[src/interconnect_settings.svh]
`ifndef INTERCONNECT_SETTINGS_SVH
`define INTERCONNECT_SETTINGS_SVH

// one SPI frame: address on top, payload below
`define FRAME_BITS 20

// payload carried by every stream
`define DATA_BITS 16

// address field sits in frame bits 19:16
`define ADDR_BITS 4

// streams leaving the address router
`define ROUTER_OUTPUTS 4

// flops between the SPI pins and the clk domain
`define SYNC_STAGES 2

`endif

[src/interconnect_pkg.sv]
`default_nettype none

`include "interconnect_settings.svh"

package interconnect_pkg;

  // raw SPI frame as shifted in or out
  typedef logic [`FRAME_BITS-1:0] frame_t;

  // sample or payload word
  typedef logic [`DATA_BITS-1:0] data_t;

  // router address field
  typedef logic [`ADDR_BITS-1:0] addr_t;

  // crossbar path index, low payload bits of a config frame
  typedef logic [3:0] ctrl_t;

  typedef enum logic [1:0] {
    ST_IDLE,
    ST_SHIFT,
    ST_DONE
  } minion_state_t;

endpackage

`default_nettype wire

[src/addr_router.sv]
`timescale 1ns/1ps
`default_nettype none

`include "interconnect_settings.svh"

module addr_router import interconnect_pkg::*; (
  input  logic   clk,
  input  logic   rst_n,
  input  frame_t istream_msg,
  input  logic   istream_val,
  output logic   istream_rdy,
  output data_t  ostream_msg [`ROUTER_OUTPUTS],
  output logic   ostream_val [`ROUTER_OUTPUTS],
  input  logic   ostream_rdy [`ROUTER_OUTPUTS]
);

  addr_t      addr;
  logic       in_range;
  logic       sel_rdy;
  // debug count of dropped frames, saturates
  logic [7:0] drop_cnt;

  assign addr     = istream_msg[`FRAME_BITS-1 -: `ADDR_BITS];
  assign in_range = int'(addr) < `ROUTER_OUTPUTS;

  always_comb begin
    sel_rdy = 1'b0;
    for (int i = 0; i < `ROUTER_OUTPUTS; i++) begin
      ostream_msg[i] = istream_msg[`DATA_BITS-1:0];
      ostream_val[i] = istream_val && (addr == addr_t'(i));
      if (addr == addr_t'(i)) begin
        sel_rdy = ostream_rdy[i];
      end
    end
  end

  // unknown addresses are swallowed right away
  assign istream_rdy = in_range ? sel_rdy : 1'b1;

  always_ff @(posedge clk or negedge rst_n) begin
    if (!rst_n) begin
      drop_cnt <= '0;
    end else if (istream_val && !in_range && drop_cnt != '1) begin
      drop_cnt <= drop_cnt + 1'b1;
    end
  end

endmodule

`default_nettype wire

[src/blocking_xbar.sv]
`timescale 1ns/1ps
`default_nettype none

module blocking_xbar import interconnect_pkg::*; #(
  parameter int N_INPUTS  = 1,
  parameter int N_OUTPUTS = 2
) (
  input  logic  clk,
  input  logic  rst_n,
  input  data_t recv_msg [N_INPUTS],
  input  logic  recv_val [N_INPUTS],
  output logic  recv_rdy [N_INPUTS],
  output data_t send_msg [N_OUTPUTS],
  output logic  send_val [N_OUTPUTS],
  input  logic  send_rdy [N_OUTPUTS],
  input  ctrl_t control,
  input  logic  control_val,
  output logic  control_rdy
);

  localparam int N_PATHS = N_INPUTS * N_OUTPUTS;

  ctrl_t cfg;
  ctrl_t sel_in;
  ctrl_t sel_out;
  data_t path_msg;
  logic  path_val;
  logic  path_rdy;

  // out-of-range path indices leave the current path in place
  always_ff @(posedge clk or negedge rst_n) begin
    if (!rst_n) begin
      cfg <= '0;
    end else if (control_val && int'(control) < N_PATHS) begin
      cfg <= control;
    end
  end

  assign control_rdy = 1'b1;

  assign sel_in  = ctrl_t'(int'(cfg) / N_OUTPUTS);
  assign sel_out = ctrl_t'(int'(cfg) % N_OUTPUTS);

  // pick the active input
  always_comb begin
    path_msg = '0;
    path_val = 1'b0;
    for (int i = 0; i < N_INPUTS; i++) begin
      if (sel_in == ctrl_t'(i)) begin
        path_msg = recv_msg[i];
        path_val = recv_val[i];
      end
    end
  end

  // pick the active output's ready
  always_comb begin
    path_rdy = 1'b0;
    for (int o = 0; o < N_OUTPUTS; o++) begin
      if (sel_out == ctrl_t'(o)) begin
        path_rdy = send_rdy[o];
      end
    end
  end

  always_comb begin
    for (int o = 0; o < N_OUTPUTS; o++) begin
      send_msg[o] = path_msg;
      send_val[o] = path_val && (sel_out == ctrl_t'(o));
    end
    for (int i = 0; i < N_INPUTS; i++) begin
      recv_rdy[i] = path_rdy && (sel_in == ctrl_t'(i));
    end
  end

endmodule

`default_nettype wire

[src/interconnect_top.sv]
`timescale 1ns/1ps
`default_nettype none

`include "interconnect_settings.svh"

module interconnect_top import interconnect_pkg::*; (
  input  logic clk,
  input  logic rst_n,
  input  logic cs,
  input  logic sclk,
  input  logic mosi,
  output logic miso
);

  frame_t spi_recv_msg;
  logic   spi_recv_val;
  logic   spi_recv_rdy;

  data_t  router_msg [`ROUTER_OUTPUTS];
  logic   router_val [`ROUTER_OUTPUTS];
  logic   router_rdy [`ROUTER_OUTPUTS];

  data_t  in_xbar_recv_msg [1];
  logic   in_xbar_recv_val [1];
  logic   in_xbar_recv_rdy [1];
  // output 0 is bypass, output 1 the averager
  data_t  in_xbar_send_msg [2];
  logic   in_xbar_send_val [2];
  logic   in_xbar_send_rdy [2];
  ctrl_t  in_ctrl;
  logic   in_ctrl_val;
  logic   in_ctrl_rdy;

  // inputs are loopback, bypass, averager
  data_t  out_xbar_recv_msg [3];
  logic   out_xbar_recv_val [3];
  logic   out_xbar_recv_rdy [3];
  data_t  out_xbar_send_msg [1];
  logic   out_xbar_send_val [1];
  logic   out_xbar_send_rdy [1];
  ctrl_t  out_ctrl;
  logic   out_ctrl_val;
  logic   out_ctrl_rdy;

  spi_minion i_spi_minion (
    .clk      (clk),
    .rst_n    (rst_n),
    .cs       (cs),
    .sclk     (sclk),
    .mosi     (mosi),
    .miso     (miso),
    .recv_msg (spi_recv_msg),
    .recv_val (spi_recv_val),
    .recv_rdy (spi_recv_rdy),
    .send_msg (out_xbar_send_msg[0]),
    .send_val (out_xbar_send_val[0]),
    .send_rdy (out_xbar_send_rdy[0])
  );

  addr_router i_addr_router (
    .clk         (clk),
    .rst_n       (rst_n),
    .istream_msg (spi_recv_msg),
    .istream_val (spi_recv_val),
    .istream_rdy (spi_recv_rdy),
    .ostream_msg (router_msg),
    .ostream_val (router_val),
    .ostream_rdy (router_rdy)
  );

  // address 0 is data into the input crossbar
  assign in_xbar_recv_msg[0] = router_msg[0];
  assign in_xbar_recv_val[0] = router_val[0];
  assign router_rdy[0]       = in_xbar_recv_rdy[0];

  // address 1 loops straight to the output crossbar
  assign out_xbar_recv_msg[0] = router_msg[1];
  assign out_xbar_recv_val[0] = router_val[1];
  assign router_rdy[1]        = out_xbar_recv_rdy[0];

  // addresses 2 and 3 configure the crossbars
  assign in_ctrl       = router_msg[2][3:0];
  assign in_ctrl_val   = router_val[2];
  assign router_rdy[2] = in_ctrl_rdy;
  assign out_ctrl      = router_msg[3][3:0];
  assign out_ctrl_val  = router_val[3];
  assign router_rdy[3] = out_ctrl_rdy;

  blocking_xbar #(
    .N_INPUTS  (1),
    .N_OUTPUTS (2)
  ) input_xbar (
    .clk         (clk),
    .rst_n       (rst_n),
    .recv_msg    (in_xbar_recv_msg),
    .recv_val    (in_xbar_recv_val),
    .recv_rdy    (in_xbar_recv_rdy),
    .send_msg    (in_xbar_send_msg),
    .send_val    (in_xbar_send_val),
    .send_rdy    (in_xbar_send_rdy),
    .control     (in_ctrl),
    .control_val (in_ctrl_val),
    .control_rdy (in_ctrl_rdy)
  );

  assign out_xbar_recv_msg[1] = in_xbar_send_msg[0];
  assign out_xbar_recv_val[1] = in_xbar_send_val[0];
  assign in_xbar_send_rdy[0]  = out_xbar_recv_rdy[1];

  sample_averager i_sample_averager (
    .clk      (clk),
    .rst_n    (rst_n),
    .recv_msg (in_xbar_send_msg[1]),
    .recv_val (in_xbar_send_val[1]),
    .recv_rdy (in_xbar_send_rdy[1]),
    .send_msg (out_xbar_recv_msg[2]),
    .send_val (out_xbar_recv_val[2]),
    .send_rdy (out_xbar_recv_rdy[2])
  );

  blocking_xbar #(
    .N_INPUTS  (3),
    .N_OUTPUTS (1)
  ) output_xbar (
    .clk         (clk),
    .rst_n       (rst_n),
    .recv_msg    (out_xbar_recv_msg),
    .recv_val    (out_xbar_recv_val),
    .recv_rdy    (out_xbar_recv_rdy),
    .send_msg    (out_xbar_send_msg),
    .send_val    (out_xbar_send_val),
    .send_rdy    (out_xbar_send_rdy),
    .control     (out_ctrl),
    .control_val (out_ctrl_val),
    .control_rdy (out_ctrl_rdy)
  );

endmodule

`default_nettype wire

[src/sample_averager.sv]
`timescale 1ns/1ps
`default_nettype none

`include "interconnect_settings.svh"

module sample_averager import interconnect_pkg::*; (
  input  logic  clk,
  input  logic  rst_n,
  input  data_t recv_msg,
  input  logic  recv_val,
  output logic  recv_rdy,
  output data_t send_msg,
  output logic  send_val,
  input  logic  send_rdy
);

  // the three samples before the newest one
  data_t                 hist [3];
  logic [`DATA_BITS+1:0] sum;
  logic                  take;

  assign recv_rdy = ~send_val | send_rdy;
  assign take     = recv_val & recv_rdy;

  // two extra bits hold the sum of four samples
  assign sum = {2'b00, recv_msg} + {2'b00, hist[0]} + {2'b00, hist[1]} + {2'b00, hist[2]};

  always_ff @(posedge clk or negedge rst_n) begin
    if (!rst_n) begin
      for (int i = 0; i < 3; i++) begin
        hist[i] <= '0;
      end
    end else if (take) begin
      hist[0] <= recv_msg;
      hist[1] <= hist[0];
      hist[2] <= hist[1];
    end
  end

  always_ff @(posedge clk or negedge rst_n) begin
    if (!rst_n) begin
      send_val <= 1'b0;
    end else if (take) begin
      send_val <= 1'b1;
    end else if (send_rdy) begin
      send_val <= 1'b0;
    end
  end

  // divide by four, truncated
  always_ff @(posedge clk) begin
    if (take) begin
      send_msg <= sum[`DATA_BITS+1:2];
    end
  end

endmodule

`default_nettype wire

[src/spi_minion.sv]
`timescale 1ns/1ps
`default_nettype none

`include "interconnect_settings.svh"

module spi_minion import interconnect_pkg::*; (
  input  logic   clk,
  input  logic   rst_n,
  input  logic   cs,
  input  logic   sclk,
  input  logic   mosi,
  output logic   miso,
  output frame_t recv_msg,
  output logic   recv_val,
  input  logic   recv_rdy,
  input  data_t  send_msg,
  input  logic   send_val,
  output logic   send_rdy
);

  localparam int CNT_BITS = $clog2(`FRAME_BITS + 2);
  localparam int PAD_BITS = `FRAME_BITS - `DATA_BITS - 2;

  // {cs, sclk, mosi} move through one chain so they stay aligned
  logic [2:0] pin_sync [`SYNC_STAGES];
  logic       cs_s;
  logic       sclk_s;
  logic       mosi_s;
  logic       cs_q;
  logic       sclk_q;
  logic       cs_fall;
  logic       cs_rise;
  logic       sclk_rise;
  logic       sclk_fall;
  logic       frame_start;

  minion_state_t       state;
  logic [CNT_BITS-1:0] bit_cnt;
  frame_t              rx_shift;
  frame_t              tx_shift;

  // one-entry holding registers on each side
  frame_t recv_data;
  logic   recv_full;
  data_t  resp_data;
  logic   resp_full;

  always_ff @(posedge clk or negedge rst_n) begin
    if (!rst_n) begin
      for (int i = 0; i < `SYNC_STAGES; i++) begin
        pin_sync[i] <= 3'b100;
      end
      cs_q   <= 1'b1;
      sclk_q <= 1'b0;
    end else begin
      pin_sync[0] <= {cs, sclk, mosi};
      for (int i = 1; i < `SYNC_STAGES; i++) begin
        pin_sync[i] <= pin_sync[i-1];
      end
      cs_q   <= cs_s;
      sclk_q <= sclk_s;
    end
  end

  assign {cs_s, sclk_s, mosi_s} = pin_sync[`SYNC_STAGES-1];

  assign cs_fall     = cs_q & ~cs_s;
  assign cs_rise     = ~cs_q & cs_s;
  // sclk edges only count while selected
  assign sclk_rise   = sclk_s & ~sclk_q & ~cs_s;
  assign sclk_fall   = ~sclk_s & sclk_q & ~cs_s;
  assign frame_start = (state == ST_IDLE) && cs_fall;

  always_ff @(posedge clk or negedge rst_n) begin
    if (!rst_n) begin
      state    <= ST_IDLE;
      bit_cnt  <= '0;
      tx_shift <= '0;
    end else begin
      case (state)
        ST_IDLE: begin
          if (frame_start) begin
            state    <= ST_SHIFT;
            bit_cnt  <= '0;
            // status bits, then the pending response if any
            tx_shift <= {{PAD_BITS{1'b0}}, ~recv_full, resp_full,
                         resp_full ? resp_data : data_t'(0)};
          end
        end
        ST_SHIFT: begin
          if (cs_rise) begin
            // short or long frames are thrown away
            state <= (bit_cnt == CNT_BITS'(`FRAME_BITS)) ? ST_DONE : ST_IDLE;
          end else begin
            if (sclk_rise && bit_cnt <= CNT_BITS'(`FRAME_BITS)) begin
              bit_cnt <= bit_cnt + 1'b1;
            end
            if (sclk_fall) begin
              tx_shift <= {tx_shift[`FRAME_BITS-2:0], 1'b0};
            end
          end
        end
        ST_DONE: begin
          state <= ST_IDLE;
        end
        default: begin
          state <= ST_IDLE;
        end
      endcase
    end
  end

  always_ff @(posedge clk) begin
    if (state == ST_SHIFT && sclk_rise) begin
      rx_shift <= {rx_shift[`FRAME_BITS-2:0], mosi_s};
    end
  end

  // a frame arriving while the register is full is lost
  always_ff @(posedge clk or negedge rst_n) begin
    if (!rst_n) begin
      recv_full <= 1'b0;
    end else if (state == ST_DONE && !recv_full) begin
      recv_full <= 1'b1;
    end else if (recv_val && recv_rdy) begin
      recv_full <= 1'b0;
    end
  end

  always_ff @(posedge clk) begin
    if (state == ST_DONE && !recv_full) begin
      recv_data <= rx_shift;
    end
  end

  // the response leaves on the next frame start
  always_ff @(posedge clk or negedge rst_n) begin
    if (!rst_n) begin
      resp_full <= 1'b0;
    end else if (send_val && send_rdy) begin
      resp_full <= 1'b1;
    end else if (frame_start) begin
      resp_full <= 1'b0;
    end
  end

  always_ff @(posedge clk) begin
    if (send_val && send_rdy) begin
      resp_data <= send_msg;
    end
  end

  assign miso     = tx_shift[`FRAME_BITS-1];
  assign recv_msg = recv_data;
  assign recv_val = recv_full;
  assign send_rdy = ~resp_full;

endmodule

`default_nettype wire

[config.mk]
export PLATFORM = sky130hd
export DESIGN_NAME = interconnect_top
export DESIGN_NICKNAME = d
export VERILOG_FILES = /design/src/interconnect_pkg.sv /design/src/addr_router.sv /design/src/blocking_xbar.sv /design/src/interconnect_top.sv /design/src/sample_averager.sv /design/src/spi_minion.sv
export VERILOG_INCLUDE_DIRS = /design/src
export SDC_FILE = /design/constraint.sdc
export NUM_CORES = 1
export LEC_CHECK = 0
export ABC_AREA = 1
export BUFFER_PORTS_ARGS = -buffer_cell sky130_fd_sc_hd__buf_2
export CAP_MARGIN = 20
export CORE_MARGIN = 10
export CORE_UTILIZATION = 65
export CTS_BUF_LIST = sky130_fd_sc_hd__clkbuf_4
export DETAILED_ROUTE_END_ITERATION = 10
export PLACE_DENSITY_LB_ADDON = 0.1
export SLEW_MARGIN = 15
export SYNTH_ARGS = -nofsm -noshare
export SYNTH_HDL_FRONTEND = slang
export SYNTH_HIERARCHICAL = 1
export SYNTH_SLANG_ARGS = --single-unit
[constraint.sdc]
create_clock -name clk -period 9.5 [get_ports clk]
set_input_delay 1.425 -clock clk [delete_from_list [all_inputs] [get_ports clk]]
set_output_delay 1.425 -clock clk [all_outputs]
set_load 0.05 [all_outputs]
Word-level counts from Yosys, hierarchy flattened
Index checks and enable logic that the tools add are counted.
{"block": "word_totals", "regBits": 166, "out_inout_bits": 1}
{"block": "op_classes", "mux": 34, "eq_ne": 13, "magnitude_cmp": 4, "add_sub_neg": 4, "n_reduce_logical": 31, "bitwise": 15}
{"operator": "two-way mux 16 bit", "n": 5}
{"operator": "two-way mux 20 bit", "n": 3}
{"operator": "case mux 20 bit (2 select lines)", "n": 1}
{"operator": "adder 18 x 16 -> 18 bit", "n": 2}
{"operator": "logical AND 1 bit", "n": 18}
{"operator": "adder 16 x 16 -> 17 bit", "n": 1}
{"operator": "two-way mux 1 bit", "n": 17}
{"operator": "zero test 4 bit", "n": 4}
{"operator": "two-way mux 5 bit", "n": 3}
{"operator": "== test 4 x 2 -> 1 bit (second input constant)", "n": 3}
{"operator": "case mux 5 bit (2 select lines)", "n": 1}
{"operator": "== test 4 x 1 -> 1 bit (second input constant)", "n": 2}
{"operator": "less-than comparator 4 x 2 -> 1 bit (second input constant)", "n": 2}
{"operator": "inequality test 2 x 1 -> 1 bit (second input constant)", "n": 4}
{"operator": "AND reduction 4 bit", "n": 2}
{"operator": "nonzero test 2 bit", "n": 4}
{"operator": "bitwise AND 1 bit", "n": 7}
{"operator": "NOT 1 bit", "n": 7}
{"operator": "two-way mux 2 bit", "n": 3}
{"operator": "adder 5 x 1 -> 5 bit (second input constant)", "n": 1}
{"operator": "== test 5 bit (second input constant)", "n": 1}
{"operator": "<= comparator 5 bit (second input constant)", "n": 1}
{"operator": "less-than comparator 4 x 3 -> 1 bit (second input constant)", "n": 1}
{"operator": "case mux 2 bit (2 select lines)", "n": 1}
{"operator": "7 further kinds", "n": 7}

Longest topological paths before layout
{"block": "depth", "ltp_word": 13, "mapped_depth": 18}

Cells and area by module
The synthesis kept the hierarchy.
{"mod": "sample_averager", "area_each_um2": 4110.2, "n_inst": 1, "cells_each": 461}
{"mod": "spi_minion", "area_each_um2": 3529.6, "n_inst": 1, "cells_each": 287}
{"mod": "blocking_xbar at output_xbar", "area_each_um2": 650.6, "n_inst": 1, "cells_each": 108}
{"mod": "addr_router", "area_each_um2": 585.6, "n_inst": 1, "cells_each": 88}
{"mod": "blocking_xbar at input_xbar", "area_each_um2": 455.4, "n_inst": 1, "cells_each": 75}

Worst setup path after synthesis
Ideal clock, no wire load.
{"block": "synth_timing", "path_kind": "flip-flop to flip-flop", "from": "register input_xbar.cfg[2]", "to": "register i_sample_averager.send_msg[7], data pin", "period_less_slack_ns": 3.194, "slack_ns": 6.306, "n_path_buf": 1, "path_stages_with_launch": 15, "arrival_time_ns": 2.935, "setup_ns": 0.260, "cell_sequence": "dfrtp_1 -> nor2_2 -> nand2_2 -> buf_6 -> nor2_1 -> inv_1 -> fa_1 -> fa_1 -> inv_1 -> ha_1 -> or2_4 -> and2_4 -> nand2_1 -> nand2_1 -> xor2_1"}
{"item": "start, declared", "line": "blocking_xbar.sv:23", "text": "ctrl_t cfg;"}
{"item": "start signal, assigned", "line": "blocking_xbar.sv:35", "text": "cfg <= control;"}
{"item": "end signal, assigned", "line": "sample_averager.sv:53", "text": "send_msg <= sum[`DATA_BITS+1:2];"}
{"item": "end, declared", "line": "sample_averager.sv:12", "text": "output data_t send_msg,"}

==> key figures <==
Outcome
  • Run status: completed

Worst setup path
  • Reg-to-Reg Start: input_xbar/cfg[2]
  • Worst flop-to-flop path endpoint: i_sample_averager/send_msg[13]
  • Largest stage delay, worst path: 520 ps
  • Worst-path maximum fanout: 17
  • Startpoint types: register
  • Arr. time, crit path: 3980 ps
  • Most common cell on crit path: nand2_1
  • Critical path cell sequence: nor2_2, nand2_2, nor2_1, inv_1, fa_1, fa_1, inv_1, ha_1, a21oi_1, nand2_1, a21oi_1, nand2_1, nand2_1, nand2_1
  • Critical Path Sink Type: register
  • Critical Path Start: input_xbar/cfg[2]
  • R2R depth: 14
  • Slowest cell on crit path: fa_1
  • FF-to-FF setup slack: 5870 ps
  • Crit path kind: register to register
  • Critical Path RT: 9850 ps
  • Worst setup endpoint: i_sample_averager/send_msg[13]

Die
  • Starting density of the core: 0.6618
  • Row cnt: 43
  • Die height: 138.7 um
  • Die width: 138.7 um
  • Number of I/O pins: 6
  • Core area: 13830 sq um
  • Die area: 19230 sq um

Min path
  • Hold path start: i_spi_minion/pin_sync[5]
  • Min-Delay Path Class: register to register
  • WHS Path Cells: 0

Drt
  • Vias/cell: 5.301
  • Routed len/inst: 14.19 um
  • Drt total wl: 16.01 mm
  • Post-route ant nets: 0
  • DRC Markers: 0
  • DR iter-0 viols: 392
  • Drt pass-1 iters: 6
  • DR vias: 5979

Timing
  • Final setup vio count: 0
  • Unrepaired setup endpoints after global routing: no
  • Max-slew violation count: 0
  • Max Clock Freq: 275.8 MHz
  • Hold Violations, Final: 0
  • Worst Tran Pin Value: 892.3 ps
  • Crit share post-route: 0.3816
  • Worst Skew: 17.92 ps
  • Period minus WS final: 3626 ps
  • Final setup TNS: 0 ps
  • Rel. slew slack: 0.4051

Power
  • Max VDD drop: 0.07705 mV
  • Pwr dens: 137.5 nW/um^2
  • Leak: 4.187 nW

Layout
  • Area occupied by multi-input gates: 3383 sq um
  • Nets: 988
  • Register area: 4518 sq um
  • Layout filler cell count: 1113
  • Layout cells sized above 1: 0.1045
  • Area Growth Syn to Fin: -0.7110%
  • Fin area: 9086 sq um

Clocking
  • Inserted Clock Buffers: 17
  • Worst-Skew Late Latency: 570 ps
  • H-tree Lvls: 4
  • Root Buffer: clkbuf_4
  • CTS Buffer Depth: 2
  • CTS clk-pin slew, worst paths: 150 ps
  • # hold bufs at CTS: 0
  • # resized after CTS: 0
  • Clock sinks: 166
  • CTS tree: done
  • # Post-CTS Setup Buffers: 0

Place
  • Gpl congestion: 0.8852
  • DP HPWL: 11.67 mm
  • PortBufs: 5
  • Dpl cell area: 8792 sq um

Synthesis
  • Syn. warnings: 6
  • Post-Syn Area: 9151 sq um
  • Mean Syn Cell Area: 9.197 sq um
  • Post-Syn Instances: 995
  • Syn nets: 1049

Global route
  • Largest net degree at the start of global routing: 92
  • Grt ovf: 0
  • Overall global routing resource usage: 0.1761
  • First-pass GRT wire length: 28.14 mm
  • Number of global-route vias before repair: 5965
  • Antenna violations before repair: 1

Job
  • Maxcap violations: 0
layer usage:
metal | up-vias | routed length (um) | share of wire | global-route usage
met3 | 30 | 590 | 0.037 | 0.04452
met1 | 2852 | 7061 | 0.44 | 0.2168
met2 | 140 | 8065 | 0.50 | 0.2974
met4 | 0 | 293 | 0.018 | 0.05656
li1 | 2957 | - | - | -
met5 | - | 0 | 0 | 0
registers in the layout, summed over array words and instances (netlist names):
signal                      flops
i_sample_averager/hist         48
i_sample_averager/send_msg     16
i_sample_averager/send_val      1
i_spi_minion/bit_cnt            5
i_spi_minion/cs_q               1
i_spi_minion/cs_s               1
i_spi_minion/mosi_s             1
i_spi_minion/pin_sync           4
i_spi_minion/recv_msg          20
i_spi_minion/recv_val           1
i_spi_minion/resp_data         16
i_spi_minion/resp_full          1
i_spi_minion/rx_shift          20
i_spi_minion/sclk_q             1
i_spi_minion/state              2
i_spi_minion/tx_shift          20
input_xbar/cfg                  4
output_xbar/cfg                 4
worst min path at each step:
stage | endpoint
floorplan | i_spi_minion/mosi_s
global placement | i_spi_minion/mosi_s
detailed placement | i_spi_minion/pin_sync[1]
CTS | i_spi_minion/cs_s
global route | i_spi_minion/cs_s
finish | i_spi_minion/cs_s
where the power goes:
| group | switching (mW) | internal (mW) |
|---|---|---|
| combinational | 0.0605 | 0.0196 |
| clock | 0.262 | 0.135 |
| sequential | 0.0119 | 0.760 |
critical path, delay by kind of cell (launching register included):
kind,cells,cell delay (ps)
fa+ha+maj,3,1390
simple gates,7,990
compound gates,2,420
flops,1,420
buf+inv,2,180
metrics by stage:
stage | cells | worst slack, ps | total power [mW] | hold slack [ps] | util
CTS | 1126 | 5844 | 1.265 | 375.3 | 0.6555
global placement | 1094 | 5953 | 0.8648 | 341.8 | 0.6359
floorplan | 995 | 6306 | 0.8526 | 331.2 | -
global route | 1128 | 5596 | 1.308 | 379.0 | 0.6571
finish | 1128 | 5874 | 1.249 | 371.3 | 0.6571
detailed placement | 1094 | 5869 | 0.8685 | 337.3 | 0.6359
final cells by class:
type / count / share of cell area
Sequential cell: 166 / 0.4972
Multi-Input combinational cell: 577 / 0.3723
Inverter: 162 / 0.06692
Tap cell: 180 / 0.02479
Clock inverter: 15 / 0.01584
Clock buffer: 17 / 0.01405
Timing Repair Buffer: 10 / 0.008538
Antenna cell: 1 / 0.0002754
cells in the final DEF (no fill, tap or decap), types with 6 or more instances in the layout:
cell,n
inv_2,10
o21ai_0,67
nand3_1,107
inv_1,152
nor2_2,6
nand2_2,18
xor2_1,7
dfrtp_1,91
clkbuf_4,17
ha_1,17
a21oi_1,11
edfxtp_1,72
nand2_1,219
fa_1,32
nor2_1,49
(Power assumes the default switching activity.)
